--- src/design/dispatch_pkg.sv ---
`default_nettype none

package dispatch_pkg;

   // ============================
   // Datapath widths
   // ============================

   // Operand and result width
   localparam int DATA_WIDTH  = 32;

   // Committed register file
   localparam int ARCH_ADDR_W   = 5;
   localparam int NUM_ARCH_REGS = 2 ** ARCH_ADDR_W;  // 32 registers

   // Physical operand address as seen by dispatch
   // Bit 5 picks the reorder buffer, low bits index it
   localparam int PHYS_ADDR_W = 6;
   localparam int ROB_SEL_BIT = PHYS_ADDR_W - 1;     // Source select bit

   // ============================
   // Producer tags
   // ============================

   localparam int TAG_W = 3;

   // Value already available, no producer to wait for
   localparam logic [TAG_W-1:0] TAG_READY = 3'b111;

   // ============================
   // Reorder buffer entry state
   // ============================

   // Free slot, waiting on result bus, or result held until commit
   typedef enum logic [1:0] {
      ROB_FREE    = 2'd0,   // Slot unused
      ROB_WAITING = 2'd1,   // Allocated, no result yet
      ROB_DONE    = 2'd2    // Result captured
   } rob_state_e;

endpackage : dispatch_pkg

`default_nettype wire

--- src/design/arch_reg_file.sv ---
`timescale 1ns/10ps
`default_nettype none

// Committed architectural state
// Two async read ports for operands A and B, one commit write port
module arch_reg_file (
   input  logic                                  clk,
   input  logic                                  arst_n_i,

   // Operand reads
   input  logic [dispatch_pkg::ARCH_ADDR_W-1:0]  rd_addr_a_i,
   input  logic [dispatch_pkg::ARCH_ADDR_W-1:0]  rd_addr_b_i,
   output logic [dispatch_pkg::DATA_WIDTH-1:0]   rd_data_a_o,
   output logic [dispatch_pkg::DATA_WIDTH-1:0]   rd_data_b_o,

   // Commit write
   input  logic                                  wr_en_i,
   input  logic [dispatch_pkg::ARCH_ADDR_W-1:0]  wr_addr_i,
   input  logic [dispatch_pkg::DATA_WIDTH-1:0]   wr_data_i
);

   import dispatch_pkg::*;

   // ============================
   // Storage
   // ============================

   logic [DATA_WIDTH-1:0] regs_q [NUM_ARCH_REGS];   // Committed values

   // All registers start at zero
   always_ff @(posedge clk or negedge arst_n_i) begin
      if (!arst_n_i) begin
         for (int i = 0; i < NUM_ARCH_REGS; i++) begin
            regs_q[i] <= '0;
         end
      end else if (wr_en_i) begin
         regs_q[wr_addr_i] <= wr_data_i;   // One commit per cycle
      end
   end

   // ============================
   // Read ports
   // ============================

   // Combinational, old value seen during a write cycle
   assign rd_data_a_o = regs_q[rd_addr_a_i];
   assign rd_data_b_o = regs_q[rd_addr_b_i];

endmodule : arch_reg_file

`default_nettype wire

--- src/design/reorder_buffer.sv ---
`timescale 1ns/10ps
`default_nettype none

// Circular reorder buffer
// Allocates at tail, captures results by index, retires head in order
module reorder_buffer #(
   parameter int ROB_DEPTH = 16
) (
   input  logic                                  clk,
   input  logic                                  arst_n_i,

   // Allocation from issue
   input  logic                                  alloc_valid_i,
   input  logic [dispatch_pkg::ARCH_ADDR_W-1:0]  alloc_rd_i,     // Destination register
   input  logic [dispatch_pkg::TAG_W-1:0]        alloc_tag_i,    // Producing unit
   output logic                                  alloc_ready_o,
   output logic [$clog2(ROB_DEPTH)-1:0]          alloc_idx_o,

   // Result bus
   input  logic                                  cdb_valid_i,
   input  logic [$clog2(ROB_DEPTH)-1:0]          cdb_idx_i,
   input  logic [dispatch_pkg::DATA_WIDTH-1:0]   cdb_data_i,

   // Operand read ports
   input  logic [$clog2(ROB_DEPTH)-1:0]          rd_idx_a_i,
   input  logic [$clog2(ROB_DEPTH)-1:0]          rd_idx_b_i,
   output logic [dispatch_pkg::DATA_WIDTH-1:0]   rd_data_a_o,
   output logic [dispatch_pkg::DATA_WIDTH-1:0]   rd_data_b_o,
   output logic [dispatch_pkg::TAG_W-1:0]        rd_tag_a_o,
   output logic [dispatch_pkg::TAG_W-1:0]        rd_tag_b_o,

   // Commit to register file
   output logic                                  commit_valid_o,
   output logic [dispatch_pkg::ARCH_ADDR_W-1:0]  commit_addr_o,
   output logic [dispatch_pkg::DATA_WIDTH-1:0]   commit_data_o
);

   import dispatch_pkg::*;

   localparam int IDX_W = $clog2(ROB_DEPTH);
   localparam int CNT_W = $clog2(ROB_DEPTH + 1);   // Must hold ROB_DEPTH itself

   // ============================
   // Entry storage
   // ============================

   rob_state_e             state_q [ROB_DEPTH];
   logic [ARCH_ADDR_W-1:0] rd_q    [ROB_DEPTH];   // Destination register
   logic [TAG_W-1:0]       tag_q   [ROB_DEPTH];   // Producer tag
   logic [DATA_WIDTH-1:0]  data_q  [ROB_DEPTH];   // Result value

   logic [IDX_W-1:0] head_q;    // Oldest entry
   logic [IDX_W-1:0] tail_q;    // Next slot to allocate
   logic [CNT_W-1:0] count_q;   // Occupied entries

   logic alloc_fire;
   logic cdb_fire;

   // Pointer advance with wrap at ROB_DEPTH
   function automatic logic [IDX_W-1:0] next_idx(input logic [IDX_W-1:0] idx);
      if (idx == IDX_W'(ROB_DEPTH - 1)) begin
         return '0;
      end
      return idx + 1'b1;
   endfunction

   // ============================
   // Handshake and commit decode
   // ============================

   assign alloc_ready_o = (count_q != CNT_W'(ROB_DEPTH));   // Low when full
   assign alloc_idx_o   = tail_q;
   assign alloc_fire    = alloc_valid_i & alloc_ready_o;

   // Late or duplicate results dropped
   assign cdb_fire = cdb_valid_i & (state_q[cdb_idx_i] == ROB_WAITING);

   // Head retires as soon as its result is in
   assign commit_valid_o = (state_q[head_q] == ROB_DONE);
   assign commit_addr_o  = rd_q[head_q];
   assign commit_data_o  = data_q[head_q];

   // ============================
   // State update
   // ============================

   // Alloc, result and commit never touch the same slot in one cycle
   // Tail slot is free, result slot is waiting, head slot is done
   always_ff @(posedge clk or negedge arst_n_i) begin
      if (!arst_n_i) begin
         head_q  <= '0;
         tail_q  <= '0;
         count_q <= '0;
         for (int i = 0; i < ROB_DEPTH; i++) begin
            state_q[i] <= ROB_FREE;
            rd_q[i]    <= '0;
            tag_q[i]   <= '0;
            data_q[i]  <= '0;
         end
      end else begin
         if (alloc_fire) begin
            state_q[tail_q] <= ROB_WAITING;
            rd_q[tail_q]    <= alloc_rd_i;
            tag_q[tail_q]   <= alloc_tag_i;
            data_q[tail_q]  <= '0;          // Stale result cleared
            tail_q          <= next_idx(tail_q);
         end

         if (cdb_fire) begin
            state_q[cdb_idx_i] <= ROB_DONE;
            data_q[cdb_idx_i]  <= cdb_data_i;
         end

         if (commit_valid_o) begin
            state_q[head_q] <= ROB_FREE;    // Slot reusable next cycle
            head_q          <= next_idx(head_q);
         end

         // Occupancy tracks alloc minus commit
         case ({alloc_fire, commit_valid_o})
            2'b10:   count_q <= count_q + 1'b1;
            2'b01:   count_q <= count_q - 1'b1;
            default: count_q <= count_q;    // Both or neither
         endcase
      end
   end

   // ============================
   // Read ports
   // ============================

   // Done entries report ready, otherwise the unit still owing the value
   assign rd_data_a_o = data_q[rd_idx_a_i];
   assign rd_tag_a_o  = (state_q[rd_idx_a_i] == ROB_DONE) ? TAG_READY : tag_q[rd_idx_a_i];

   assign rd_data_b_o = data_q[rd_idx_b_i];
   assign rd_tag_b_o  = (state_q[rd_idx_b_i] == ROB_DONE) ? TAG_READY : tag_q[rd_idx_b_i];

endmodule : reorder_buffer

`default_nettype wire

--- src/design/operand_select.sv ---
`timescale 1ns/10ps
`default_nettype none

// Operand source mux
// Picks register file or reorder buffer, forwards same-cycle results
module operand_select #(
   parameter int ROB_DEPTH = 16
) (
   // Physical operand addresses
   input  logic [dispatch_pkg::PHYS_ADDR_W-1:0]  op_a_addr_i,
   input  logic [dispatch_pkg::PHYS_ADDR_W-1:0]  op_b_addr_i,

   // Immediate for operand B
   input  logic                                  use_imm_i,
   input  logic [dispatch_pkg::DATA_WIDTH-1:0]   imm_i,

   // Register file values
   input  logic [dispatch_pkg::DATA_WIDTH-1:0]   rf_data_a_i,
   input  logic [dispatch_pkg::DATA_WIDTH-1:0]   rf_data_b_i,

   // Reorder buffer values and tags
   input  logic [dispatch_pkg::DATA_WIDTH-1:0]   rob_data_a_i,
   input  logic [dispatch_pkg::DATA_WIDTH-1:0]   rob_data_b_i,
   input  logic [dispatch_pkg::TAG_W-1:0]        rob_tag_a_i,
   input  logic [dispatch_pkg::TAG_W-1:0]        rob_tag_b_i,

   // Result bus snoop
   input  logic                                  cdb_valid_i,
   input  logic [$clog2(ROB_DEPTH)-1:0]          cdb_idx_i,
   input  logic [dispatch_pkg::DATA_WIDTH-1:0]   cdb_data_i,

   // Resolved operands
   output logic [dispatch_pkg::DATA_WIDTH-1:0]   op_a_data_o,
   output logic [dispatch_pkg::DATA_WIDTH-1:0]   op_b_data_o,
   output logic [dispatch_pkg::TAG_W-1:0]        op_a_tag_o,
   output logic [dispatch_pkg::TAG_W-1:0]        op_b_tag_o
);

   import dispatch_pkg::*;

   localparam int IDX_W = $clog2(ROB_DEPTH);

   logic a_from_rob, b_from_rob;   // Address points into reorder buffer
   logic a_fwd, b_fwd;             // Result for that entry on the bus now

   assign a_from_rob = op_a_addr_i[ROB_SEL_BIT];
   assign b_from_rob = op_b_addr_i[ROB_SEL_BIT];

   // Bypass the one-cycle gap before the buffer holds the result
   assign a_fwd = a_from_rob & cdb_valid_i & (op_a_addr_i[IDX_W-1:0] == cdb_idx_i);
   assign b_fwd = b_from_rob & cdb_valid_i & (op_b_addr_i[IDX_W-1:0] == cdb_idx_i);

   // ============================
   // Operand A
   // ============================

   always_comb begin
      if (!a_from_rob) begin
         op_a_data_o = rf_data_a_i;    // Committed, always ready
         op_a_tag_o  = TAG_READY;
      end else if (a_fwd) begin
         op_a_data_o = cdb_data_i;
         op_a_tag_o  = TAG_READY;
      end else begin
         op_a_data_o = rob_data_a_i;
         op_a_tag_o  = rob_tag_a_i;    // Producer tag until done
      end
   end

   // ============================
   // Operand B
   // ============================

   // Immediate wins over any register source
   always_comb begin
      if (use_imm_i) begin
         op_b_data_o = imm_i;
         op_b_tag_o  = TAG_READY;
      end else if (!b_from_rob) begin
         op_b_data_o = rf_data_b_i;
         op_b_tag_o  = TAG_READY;
      end else if (b_fwd) begin
         op_b_data_o = cdb_data_i;
         op_b_tag_o  = TAG_READY;
      end else begin
         op_b_data_o = rob_data_b_i;
         op_b_tag_o  = rob_tag_b_i;
      end
   end

endmodule : operand_select

`default_nettype wire

--- src/design/dispatch_operand_unit.sv ---
`timescale 1ns/10ps
`default_nettype none

// Dispatch operand access, single lane
// Register file plus reorder buffer behind one operand read interface
module dispatch_operand_unit #(
   parameter int ROB_DEPTH = 16
) (
   input  logic                                  clk,
   input  logic                                  arst_n_i,

   // Allocation
   input  logic                                  alloc_valid_i,
   input  logic [dispatch_pkg::ARCH_ADDR_W-1:0]  alloc_rd_i,
   input  logic [dispatch_pkg::TAG_W-1:0]        alloc_tag_i,
   output logic                                  alloc_ready_o,
   output logic [$clog2(ROB_DEPTH)-1:0]          alloc_idx_o,

   // Result bus
   input  logic                                  cdb_valid_i,
   input  logic [$clog2(ROB_DEPTH)-1:0]          cdb_idx_i,
   input  logic [dispatch_pkg::DATA_WIDTH-1:0]   cdb_data_i,

   // Operand request
   input  logic [dispatch_pkg::PHYS_ADDR_W-1:0]  op_a_addr_i,
   input  logic [dispatch_pkg::PHYS_ADDR_W-1:0]  op_b_addr_i,
   input  logic                                  use_imm_i,
   input  logic [dispatch_pkg::DATA_WIDTH-1:0]   imm_i,

   // Operand response
   output logic [dispatch_pkg::DATA_WIDTH-1:0]   op_a_data_o,
   output logic [dispatch_pkg::TAG_W-1:0]        op_a_tag_o,
   output logic [dispatch_pkg::DATA_WIDTH-1:0]   op_b_data_o,
   output logic [dispatch_pkg::TAG_W-1:0]        op_b_tag_o,

   // Commit
   output logic                                  commit_valid_o,
   output logic [dispatch_pkg::ARCH_ADDR_W-1:0]  commit_addr_o,
   output logic [dispatch_pkg::DATA_WIDTH-1:0]   commit_data_o
);

   import dispatch_pkg::*;

   localparam int IDX_W = $clog2(ROB_DEPTH);

   // ============================
   // Internal nets
   // ============================

   logic [DATA_WIDTH-1:0] rf_data_a, rf_data_b;     // Committed reads
   logic [DATA_WIDTH-1:0] rob_data_a, rob_data_b;   // Speculative reads
   logic [TAG_W-1:0]      rob_tag_a, rob_tag_b;

   // Committed state, written by the buffer head
   arch_reg_file i_arch_reg_file (
      .clk         (clk),
      .arst_n_i    (arst_n_i),
      .rd_addr_a_i (op_a_addr_i[ARCH_ADDR_W-1:0]),
      .rd_addr_b_i (op_b_addr_i[ARCH_ADDR_W-1:0]),
      .rd_data_a_o (rf_data_a),
      .rd_data_b_o (rf_data_b),
      .wr_en_i     (commit_valid_o),
      .wr_addr_i   (commit_addr_o),
      .wr_data_i   (commit_data_o)
   );

   // Speculative results in flight
   reorder_buffer #(
      .ROB_DEPTH (ROB_DEPTH)
   ) i_reorder_buffer (
      .clk            (clk),
      .arst_n_i       (arst_n_i),
      .alloc_valid_i  (alloc_valid_i),
      .alloc_rd_i     (alloc_rd_i),
      .alloc_tag_i    (alloc_tag_i),
      .alloc_ready_o  (alloc_ready_o),
      .alloc_idx_o    (alloc_idx_o),
      .cdb_valid_i    (cdb_valid_i),
      .cdb_idx_i      (cdb_idx_i),
      .cdb_data_i     (cdb_data_i),
      .rd_idx_a_i     (op_a_addr_i[IDX_W-1:0]),   // Entry index in low bits
      .rd_idx_b_i     (op_b_addr_i[IDX_W-1:0]),
      .rd_data_a_o    (rob_data_a),
      .rd_data_b_o    (rob_data_b),
      .rd_tag_a_o     (rob_tag_a),
      .rd_tag_b_o     (rob_tag_b),
      .commit_valid_o (commit_valid_o),
      .commit_addr_o  (commit_addr_o),
      .commit_data_o  (commit_data_o)
   );

   // Source select, bypass and immediate
   operand_select #(
      .ROB_DEPTH (ROB_DEPTH)
   ) i_operand_select (
      .op_a_addr_i  (op_a_addr_i),
      .op_b_addr_i  (op_b_addr_i),
      .use_imm_i    (use_imm_i),
      .imm_i        (imm_i),
      .rf_data_a_i  (rf_data_a),
      .rf_data_b_i  (rf_data_b),
      .rob_data_a_i (rob_data_a),
      .rob_data_b_i (rob_data_b),
      .rob_tag_a_i  (rob_tag_a),
      .rob_tag_b_i  (rob_tag_b),
      .cdb_valid_i  (cdb_valid_i),
      .cdb_idx_i    (cdb_idx_i),
      .cdb_data_i   (cdb_data_i),
      .op_a_data_o  (op_a_data_o),
      .op_b_data_o  (op_b_data_o),
      .op_a_tag_o   (op_a_tag_o),
      .op_b_tag_o   (op_b_tag_o)
   );

endmodule : dispatch_operand_unit

`default_nettype wire

--- config.mk ---
export PLATFORM = sky130hd
export DESIGN_NAME = dispatch_operand_unit
export DESIGN_NICKNAME = d
export VERILOG_FILES = /design/src/design/dispatch_pkg.sv /design/src/design/arch_reg_file.sv /design/src/design/reorder_buffer.sv /design/src/design/operand_select.sv /design/src/design/dispatch_operand_unit.sv
export SDC_FILE = /design/constraint.sdc
export NUM_CORES = 2
export LEC_CHECK = 0
export BUFFER_PORTS_ARGS = -buffer_cell sky130_fd_sc_hd__buf_2
export CORE_ASPECT_RATIO = 0.6
export CORE_UTILIZATION = 40
export CTS_BUF_LIST = sky130_fd_sc_hd__clkbuf_4
export CTS_CLUSTER_SIZE = 14
export DETAILED_ROUTE_END_ITERATION = 6
export PLACE_DENSITY = 0.57
export SLEW_MARGIN = 40
export SYNTH_ARGS = -nofsm -noshare
export SYNTH_HDL_FRONTEND = slang
export SYNTH_SLANG_ARGS = --single-unit
--- constraint.sdc ---
create_clock -name clk -period 12.6 [get_ports clk]
set_clock_uncertainty 0.1 [all_clocks]
set_input_delay 3.15 -clock clk [delete_from_list [all_inputs] [get_ports clk]]
set_output_delay 3.15 -clock clk [all_outputs]
set_load 0.01 [all_outputs]
-- After elaboration in Yosys (flattened, before gate mapping)
Index checks and enable logic that the tools add are counted.
- $add $sub $neg: 4
- bitwise logic cells: 24
- divide/modulo/power cells: 0
- mux-type cells: 82
- multiply operators: 0
- $lt $le $gt $ge: 12
- eq/ne operators: 11
- reductions and logical operators: 5
- shift operators: 0
- operator list (cell ; count):
    bitwise mux 1024 bit ; 1
    two-way mux 512 bit ; 2
    two-way mux 32 bit ; 21
    AND 512 bit ; 1
    bitwise mux 512 bit ; 1
    inverter 512 bit ; 1
    binary-select mux 32 bit (select 4 bit) ; 3
    binary-select mux 32 bit (select 5 bit) ; 2
    demux 32 bit (select 4 bit) ; 2
    demux 32 bit (select 5 bit) ; 1
    bitwise mux 80 bit ; 1
    bitwise mux 48 bit ; 1
    two-way mux 3 bit ; 12
    AND 16 bit ; 2
    AND 32 bit ; 1
    binary-select mux 2 bit (select 4 bit) ; 4
    inverter 16 bit ; 2
    inverter 32 bit ; 1
    OR 16 bit ; 2
    greater-or-equal comparator 5 bit, second input constant ; 5
    inverter 4 -> 5 bit ; 5
    binary-select mux 3 bit (select 4 bit) ; 2
    demux 2 bit (select 4 bit) ; 3
    two-way mux 2 bit ; 11
    other kinds (22) ; 51
- bits of input ports: 93
- register bits: 1709
- bits in read-only memories: 0
- memories kept: 0
- output and inout bits: 113
- logic and storage cells: 237
- bits in latches: 0
- bits in writable memories: 0

-- Longest topological paths before layout
- depth in word-level cells: 12
- depth in mapped cells: 18

-- Hierarchy
From an unflattened synthesis, not the netlist that was laid out.
- cell total of the unflattened synthesis: 8415
- area, all modules: 99075.0 µm²
- modules (own cells, without submodules) (module ; instances ; cells each ; area each (µm²)):
    arch_reg_file ; 1 ; 4605 ; 56245.2
    reorder_buffer ; 1 ; 3533 ; 41043.1
    operand_select ; 1 ; 277 ; 1786.7

-- Worst setup path after synthesis
Ideal clock, no wire load.
- path type: input-to-output
- from: input op_b_addr_i[0] (netlist bit)
- to: output op_b_tag_o[0] (netlist bit)
- arrival: 5.624 ns
- path slack: 3.726 ns
- cell stages on the path: 7
- required time: 9.350 ns
- cell sequence: clkbuf_1 -> buf_2 -> buf_2 -> buf_1 -> mux4_2 -> mux4_2 -> or2_2
- word-level cells in the longest chain between the ends: 9
- elaborated cells between the ends (all ways): 14
- RTL lines (element ; RTL line ; RTL):
    from (decl) ; dispatch_operand_unit.sv:26 ; input logic [dispatch_pkg::PHYS_ADDR_W-1:0] op_b_addr_i,
    inverter 4 -> 5 bit (not written as such) ; reorder_buffer.sv:137 ; assign rd_tag_b_o = (state_q[rd_idx_b_i] == ROB_DONE) ? TAG_READY : tag_q[rd_idx_b_i];
    binary-select mux 2 bit (select 4 bit) ; reorder_buffer.sv:137 ;
    two-way mux 2 bit (not written as such) (2 in a row) ; reorder_buffer.sv:137 ;
    equality test 2 bit ; reorder_buffer.sv:137 ;
    two-way mux 3 bit ; reorder_buffer.sv:137 ;
    two-way mux 3 bit * ; operand_select.sv:82 ; end else if (b_fwd) begin
    two-way mux 3 bit * ; operand_select.sv:79 ; end else if (!b_from_rob) begin
    two-way mux 3 bit * ; operand_select.sv:76 ; if (use_imm_i) begin
    to (decl) ; dispatch_operand_unit.sv:34 ; output logic [dispatch_pkg::TAG_W-1:0] op_b_tag_o,
Mark *: on every way between the ends. The rest lies on a longest branch, timed or not. The select of a mux whose other input is x is not followed.

-- Worst setup path in the final report
- from: input op_a_addr_i[0] (netlist bit)
- to: output op_a_data_o[8] (netlist bit)
- word-level cells in the longest chain between the ends: 6
- elaborated cells between the ends (all ways): 12
- RTL lines (element ; RTL line ; RTL):
    from (decl) ; dispatch_operand_unit.sv:25 ; input logic [dispatch_pkg::PHYS_ADDR_W-1:0] op_a_addr_i,
    inverter 4 -> 5 bit (not written as such) ; reorder_buffer.sv:133 ; assign rd_data_a_o = data_q[rd_idx_a_i];
    binary-select mux 32 bit (select 4 bit) ; reorder_buffer.sv:133 ;
    two-way mux 32 bit (not written as such) (2 in a row) ; reorder_buffer.sv:133 ;
    two-way mux 32 bit ; operand_select.sv:61 ; end else if (a_fwd) begin
    two-way mux 32 bit * ; operand_select.sv:58 ; if (!a_from_rob) begin
    to (decl) ; dispatch_operand_unit.sv:31 ; output logic [dispatch_pkg::DATA_WIDTH-1:0] op_a_data_o,
Marks and branches as above.

==> PnR_summary.wiki <==
{| class="wikitable"
! Metric !! Value
|-
| Worst hold path depth || 1
|-
| DIE AREA || 243500 um^2
|-
| Cell internal pwr || 0.01246 W
|-
| Unique masters post-synth || 59
|-
| Worst Path Arrival || between 6000 and 7000 ps
|-
| Leading register cell type out of synthesis || sky130_fd_sc_hd__dfrtp_1
|-
| MaxCap Viol Count || 0
|-
| Number of cells upsized or downsized after cts || 0
|-
| Clock root cell || sky130_fd_sc_hd__clkbuf_4
|-
| Most common cell after layout, fill and taps aside || sky130_fd_sc_hd__dfrtp_1
|-
| Count of clock tree sinks || ~1700
|-
| Post-synth EDFFs || 0
|-
| Final core utilization || 44.31%
|-
| Setup total negative slack || 0 ps
|-
| Die outline height || about 380 um
|-
| Mean instance size in the synthesized netlist || 13.64 um^2
|-
| Worst supply voltage drop on vdd || around 0.00012 V
|-
| DRC violation count after routing || 0
|-
| Setup bufs post-CTS || 0
|-
| Width of the die || 636.3 um
|-
| Initial Utilization || 40.30%
|-
| Post-placement cell area || 100900 um^2
|-
| Reg2Reg Setup Slack || 7470 ps
|-
| Share of post-route cells with drive strength above 1 || ~47%
|-
| Core region area || 239700 um^2
|-
| Number of synthesized register bits || 1709
|-
| Row count || approximately 140
|-
| Classification of the worst-slack hold path || reg2reg
|-
| Run status || finished clean
|-
| Router iterations before antenna repair || 5
|-
| Cell type with the highest aggregate area in the netlist || sky130_fd_sc_hd__dfrtp_1
|-
| Share of total power in the clock network || between 20% and 30%
|-
| Final setup violation count || 0
|-
| Antenna violations before repair || 23
|-
| Leakage || 46.07 nW
|-
| Share of the yosys chip area belonging to registers || 44.28%
|-
| Routed via count divided by cell count || 6.460
|-
| Global-route usage over all layers || 29.36%
|-
| Hold endpoint || i_reorder_buffer.count_q[4]
|-
| Summed instance area of the synthesized netlist || 96570 um^2
|-
| Depth of the CTS H-tree || 5
|-
| Detailed placement HPWL || 208.1 mm
|-
| Syn nets || 7186
|-
| Fraction of power spent switching nets || between 30 and 40%
|-
| Pin count of the biggest net entering global routing || 152
|-
| CP max FO || 37
|-
| CP startpoint kind || input port
|-
| Number of primary I/O pins || 206
|-
| Count of routing violations after the opening detailed-route iteration || 8270
|-
| Synthesis-to-finish area growth || 9.956%
|-
| Source-to-sink clock delay at the later pin of the worst-skew pair || 1270 ps
|-
| Final period utilization || 80.16%
|-
| Required time at the worst-slack endpoint || 9350 ps
|-
| Clock-pin slew of the registers on the worst-case setup and hold paths || approximately 80 ps
|-
| Final hold violation count || 0
|-
| Fin nets || 7223
|-
| Share of async-settable or async-resettable flops after synthesis || 100.0%
|-
| Combinational cell fraction of total power || between 30% and 40%
|-
| Hold-fix buffers at CTS || 0
|-
| Gate count after technology mapping || 7082
|-
| Final Slew Violations || 0
|-
| Worst Max-Slew Pin Slew || 1049 ps
|-
| Final wirelength || 358.0 mm
|-
| P_sw || 0.007539 W
|-
| Buffers added on ports || 205
|-
| Post-placement worst setup slack || between 2000 and 3000 ps
|-
| Sequential cell fraction of total power || 41.5%
|-
| Most frequent cells in the layout || sky130_fd_sc_hd__dfrtp_1, sky130_fd_sc_hd__mux2_2, sky130_fd_sc_hd__mux4_2
|-
| Smallest setup slack after layout || 2499 ps
|-
| Critical path start-end classification || in2out
|-
| Power density over cell area || 188.4 nW/um^2
|-
| CTS tree || done
|-
| Final weighted congestion in routability-driven placement || 0.8521
|-
| Critical path endpoint category || primary output
|-
| Terminus of the critical flop-to-flop path || i_reorder_buffer.count_q[4]
|-
| Final instance area || ~110000 um^2
|-
| Total congestion overflow after global routing || 0
|-
| Number of warning messages in the yosys log || 0
|-
| Vias in the first global route || 68070
|-
| Maximum clock frequency || 99.00 MHz
|-
| Fin crit period || roughly 10000 ps
|-
| Post-DR wirelength/cell || 33.80 um
|-
| Clk buf depth || 4
|-
| Unrepaired setup endpoints after global routing || false
|-
| Length in cells of the worst reg-to-reg path || 14
|-
| Dominant cells by area after synthesis || sky130_fd_sc_hd__dfrtp_1, sky130_fd_sc_hd__mux4_2, sky130_fd_sc_hd__mux2_2, sky130_fd_sc_hd__nand2_1, sky130_fd_sc_hd__o21ai_0
|-
| First-pass GRT wire length || 515.8 mm
|-
| Number of placed instances, taps included || 9869
|-
| Via Count || between 60000 and 70000
|-
| Worst min-delay path startpoint || i_reorder_buffer.count_q[4]
|-
| Finished Layout Cells || 10590
|-
| Relative slew slack || 30.05%
|-
| Count of antenna-violating nets left after detailed routing || 0
|-
| Reg-to-reg startpoint || i_reorder_buffer.head_q[0]
|-
| Number of buffers inserted during clock tree synthesis || 411
|-
| Area share of the largest cell type after synthesis || 44.28%
|}
[critical path, stage by stage]
cell and delay, ps:
sky130_fd_sc_hd__buf_8 410, sky130_fd_sc_hd__buf_16 350, sky130_fd_sc_hd__buf_4 390, sky130_fd_sc_hd__mux4_2 550, sky130_fd_sc_hd__mux4_2 470, sky130_fd_sc_hd__nor2b_1 150, sky130_fd_sc_hd__a211oi_1 770, sky130_fd_sc_hd__a31oi_1 280
sky130_fd_sc_hd__buf_2 260
[flip-flops by register name, indices dropped and copies added, names as in the netlist]
register	count
i_arch_reg_file.regs_q	1024
i_reorder_buffer.alloc_idx_o	4
i_reorder_buffer.count_q	5
i_reorder_buffer.data_q	512
i_reorder_buffer.head_q	4
i_reorder_buffer.rd_q	80
i_reorder_buffer.state_q	32
i_reorder_buffer.tag_q	48
[metrics by stage]
stage / power (W) / hold slack, ps
finish: 0.02000 / 375.8
global route: 0.02099 / 399.9
CTS: 0.01999 / 373.1
detailed placement: 0.01535 / 361.8
global placement: 0.01508 / 355.5
floorplan: 0.01274 / 342.4
[logic make-up (layout without fill, tap and decap cells)]
logic type,Yosys count,count (layout),synth area share [%]
multiplexers,2406,2406,41.45
flip-flops,1709,1709,44.28
AND/OR/NAND/NOR,1349,1349,5.984
buffers and inverters,807,1131,3.551
AO/OA/AOI/OAI,784,784,4.440
XOR/XNOR,16,16,0.1451
adder cells (fa/ha/maj),11,11,0.1425
other,0,14,0
[cells in the mapped netlist (33+ instances only)]
| cell | count |
|---|---|
| sky130_fd_sc_hd__mux2i_1 | 36 |
| sky130_fd_sc_hd__nor2b_1 | 68 |
| sky130_fd_sc_hd__mux2_1 | 47 |
| sky130_fd_sc_hd__a211oi_1 | 33 |
| sky130_fd_sc_hd__nand2_1 | 1110 |
| sky130_fd_sc_hd__a31oi_1 | 64 |
| sky130_fd_sc_hd__mux2_2 | 1170 |
| sky130_fd_sc_hd__dfrtp_1 | 1709 |
| sky130_fd_sc_hd__mux4_2 | 1153 |
| sky130_fd_sc_hd__nor3_1 | 35 |
| sky130_fd_sc_hd__clkbuf_1 | 509 |
| sky130_fd_sc_hd__a21oi_1 | 55 |
| sky130_fd_sc_hd__buf_2 | 128 |
| sky130_fd_sc_hd__buf_1 | 104 |
| sky130_fd_sc_hd__buf_4 | 36 |
| sky130_fd_sc_hd__o21ai_0 | 553 |
[layer usage]
| layer | vias up | routed length, um | global-route usage (%) | part of all wire [%] |
|---|---|---|---|---|
| met5 | - | 22 | 0.05887 | 0.0061 |
| met4 | 4 | 14850 | 11.82 | 4.1 |
| met3 | 775 | 42050 | 8.839 | 12 |
| met2 | 4266 | 153600 | 41.71 | 43 |
| met1 | 36240 | 147500 | 41.97 | 41 |
| li1 | 27140 | - | - | - |
[final cells by class]
class	instances	area, um^2
Antenna cell	14	35.03
Tap cell	3172	3969
Clock buffer	591	4437
Inverter	16	60.06
Clock inverter	109	514.2
Multi-Input combinational cell	4566	50890
Timing Repair Buffer	415	3505
Fill cell	21600	133500
Sequential cell	1709	42780
[worst max path at each step]
stage	start	end	slack (ps)	cells after the start
after detailed placement	op_a_addr_i[0]	op_a_data_o[8]	2520	9
after floorplan	op_b_addr_i[0]	op_b_tag_o[0]	3730	7
after global placement	op_a_addr_i[0]	op_a_data_o[24]	2020	9
after global routing	op_a_addr_i[0]	op_a_data_o[8]	2470	9
after CTS	op_a_addr_i[0]	op_a_data_o[8]	2510	9
final	op_a_addr_i[0]	op_a_data_o[8]	2500	9
[power by group through the flow]
| stage | sequential [W] | clock [W] | combinational (W) |
|---|---|---|---|
| floorplan | 0.00782 | 0 | 0.00492 |
| global route | 0.00852 | 0.00499 | 0.00748 |
| detailed placement | 0.00834 | 0 | 0.00700 |
| global placement | 0.00827 | 0 | 0.00681 |
| finish | 0.00831 | 0.00463 | 0.00706 |
| CTS | 0.00826 | 0.00471 | 0.00702 |
(Power assumes the default switching activity.)
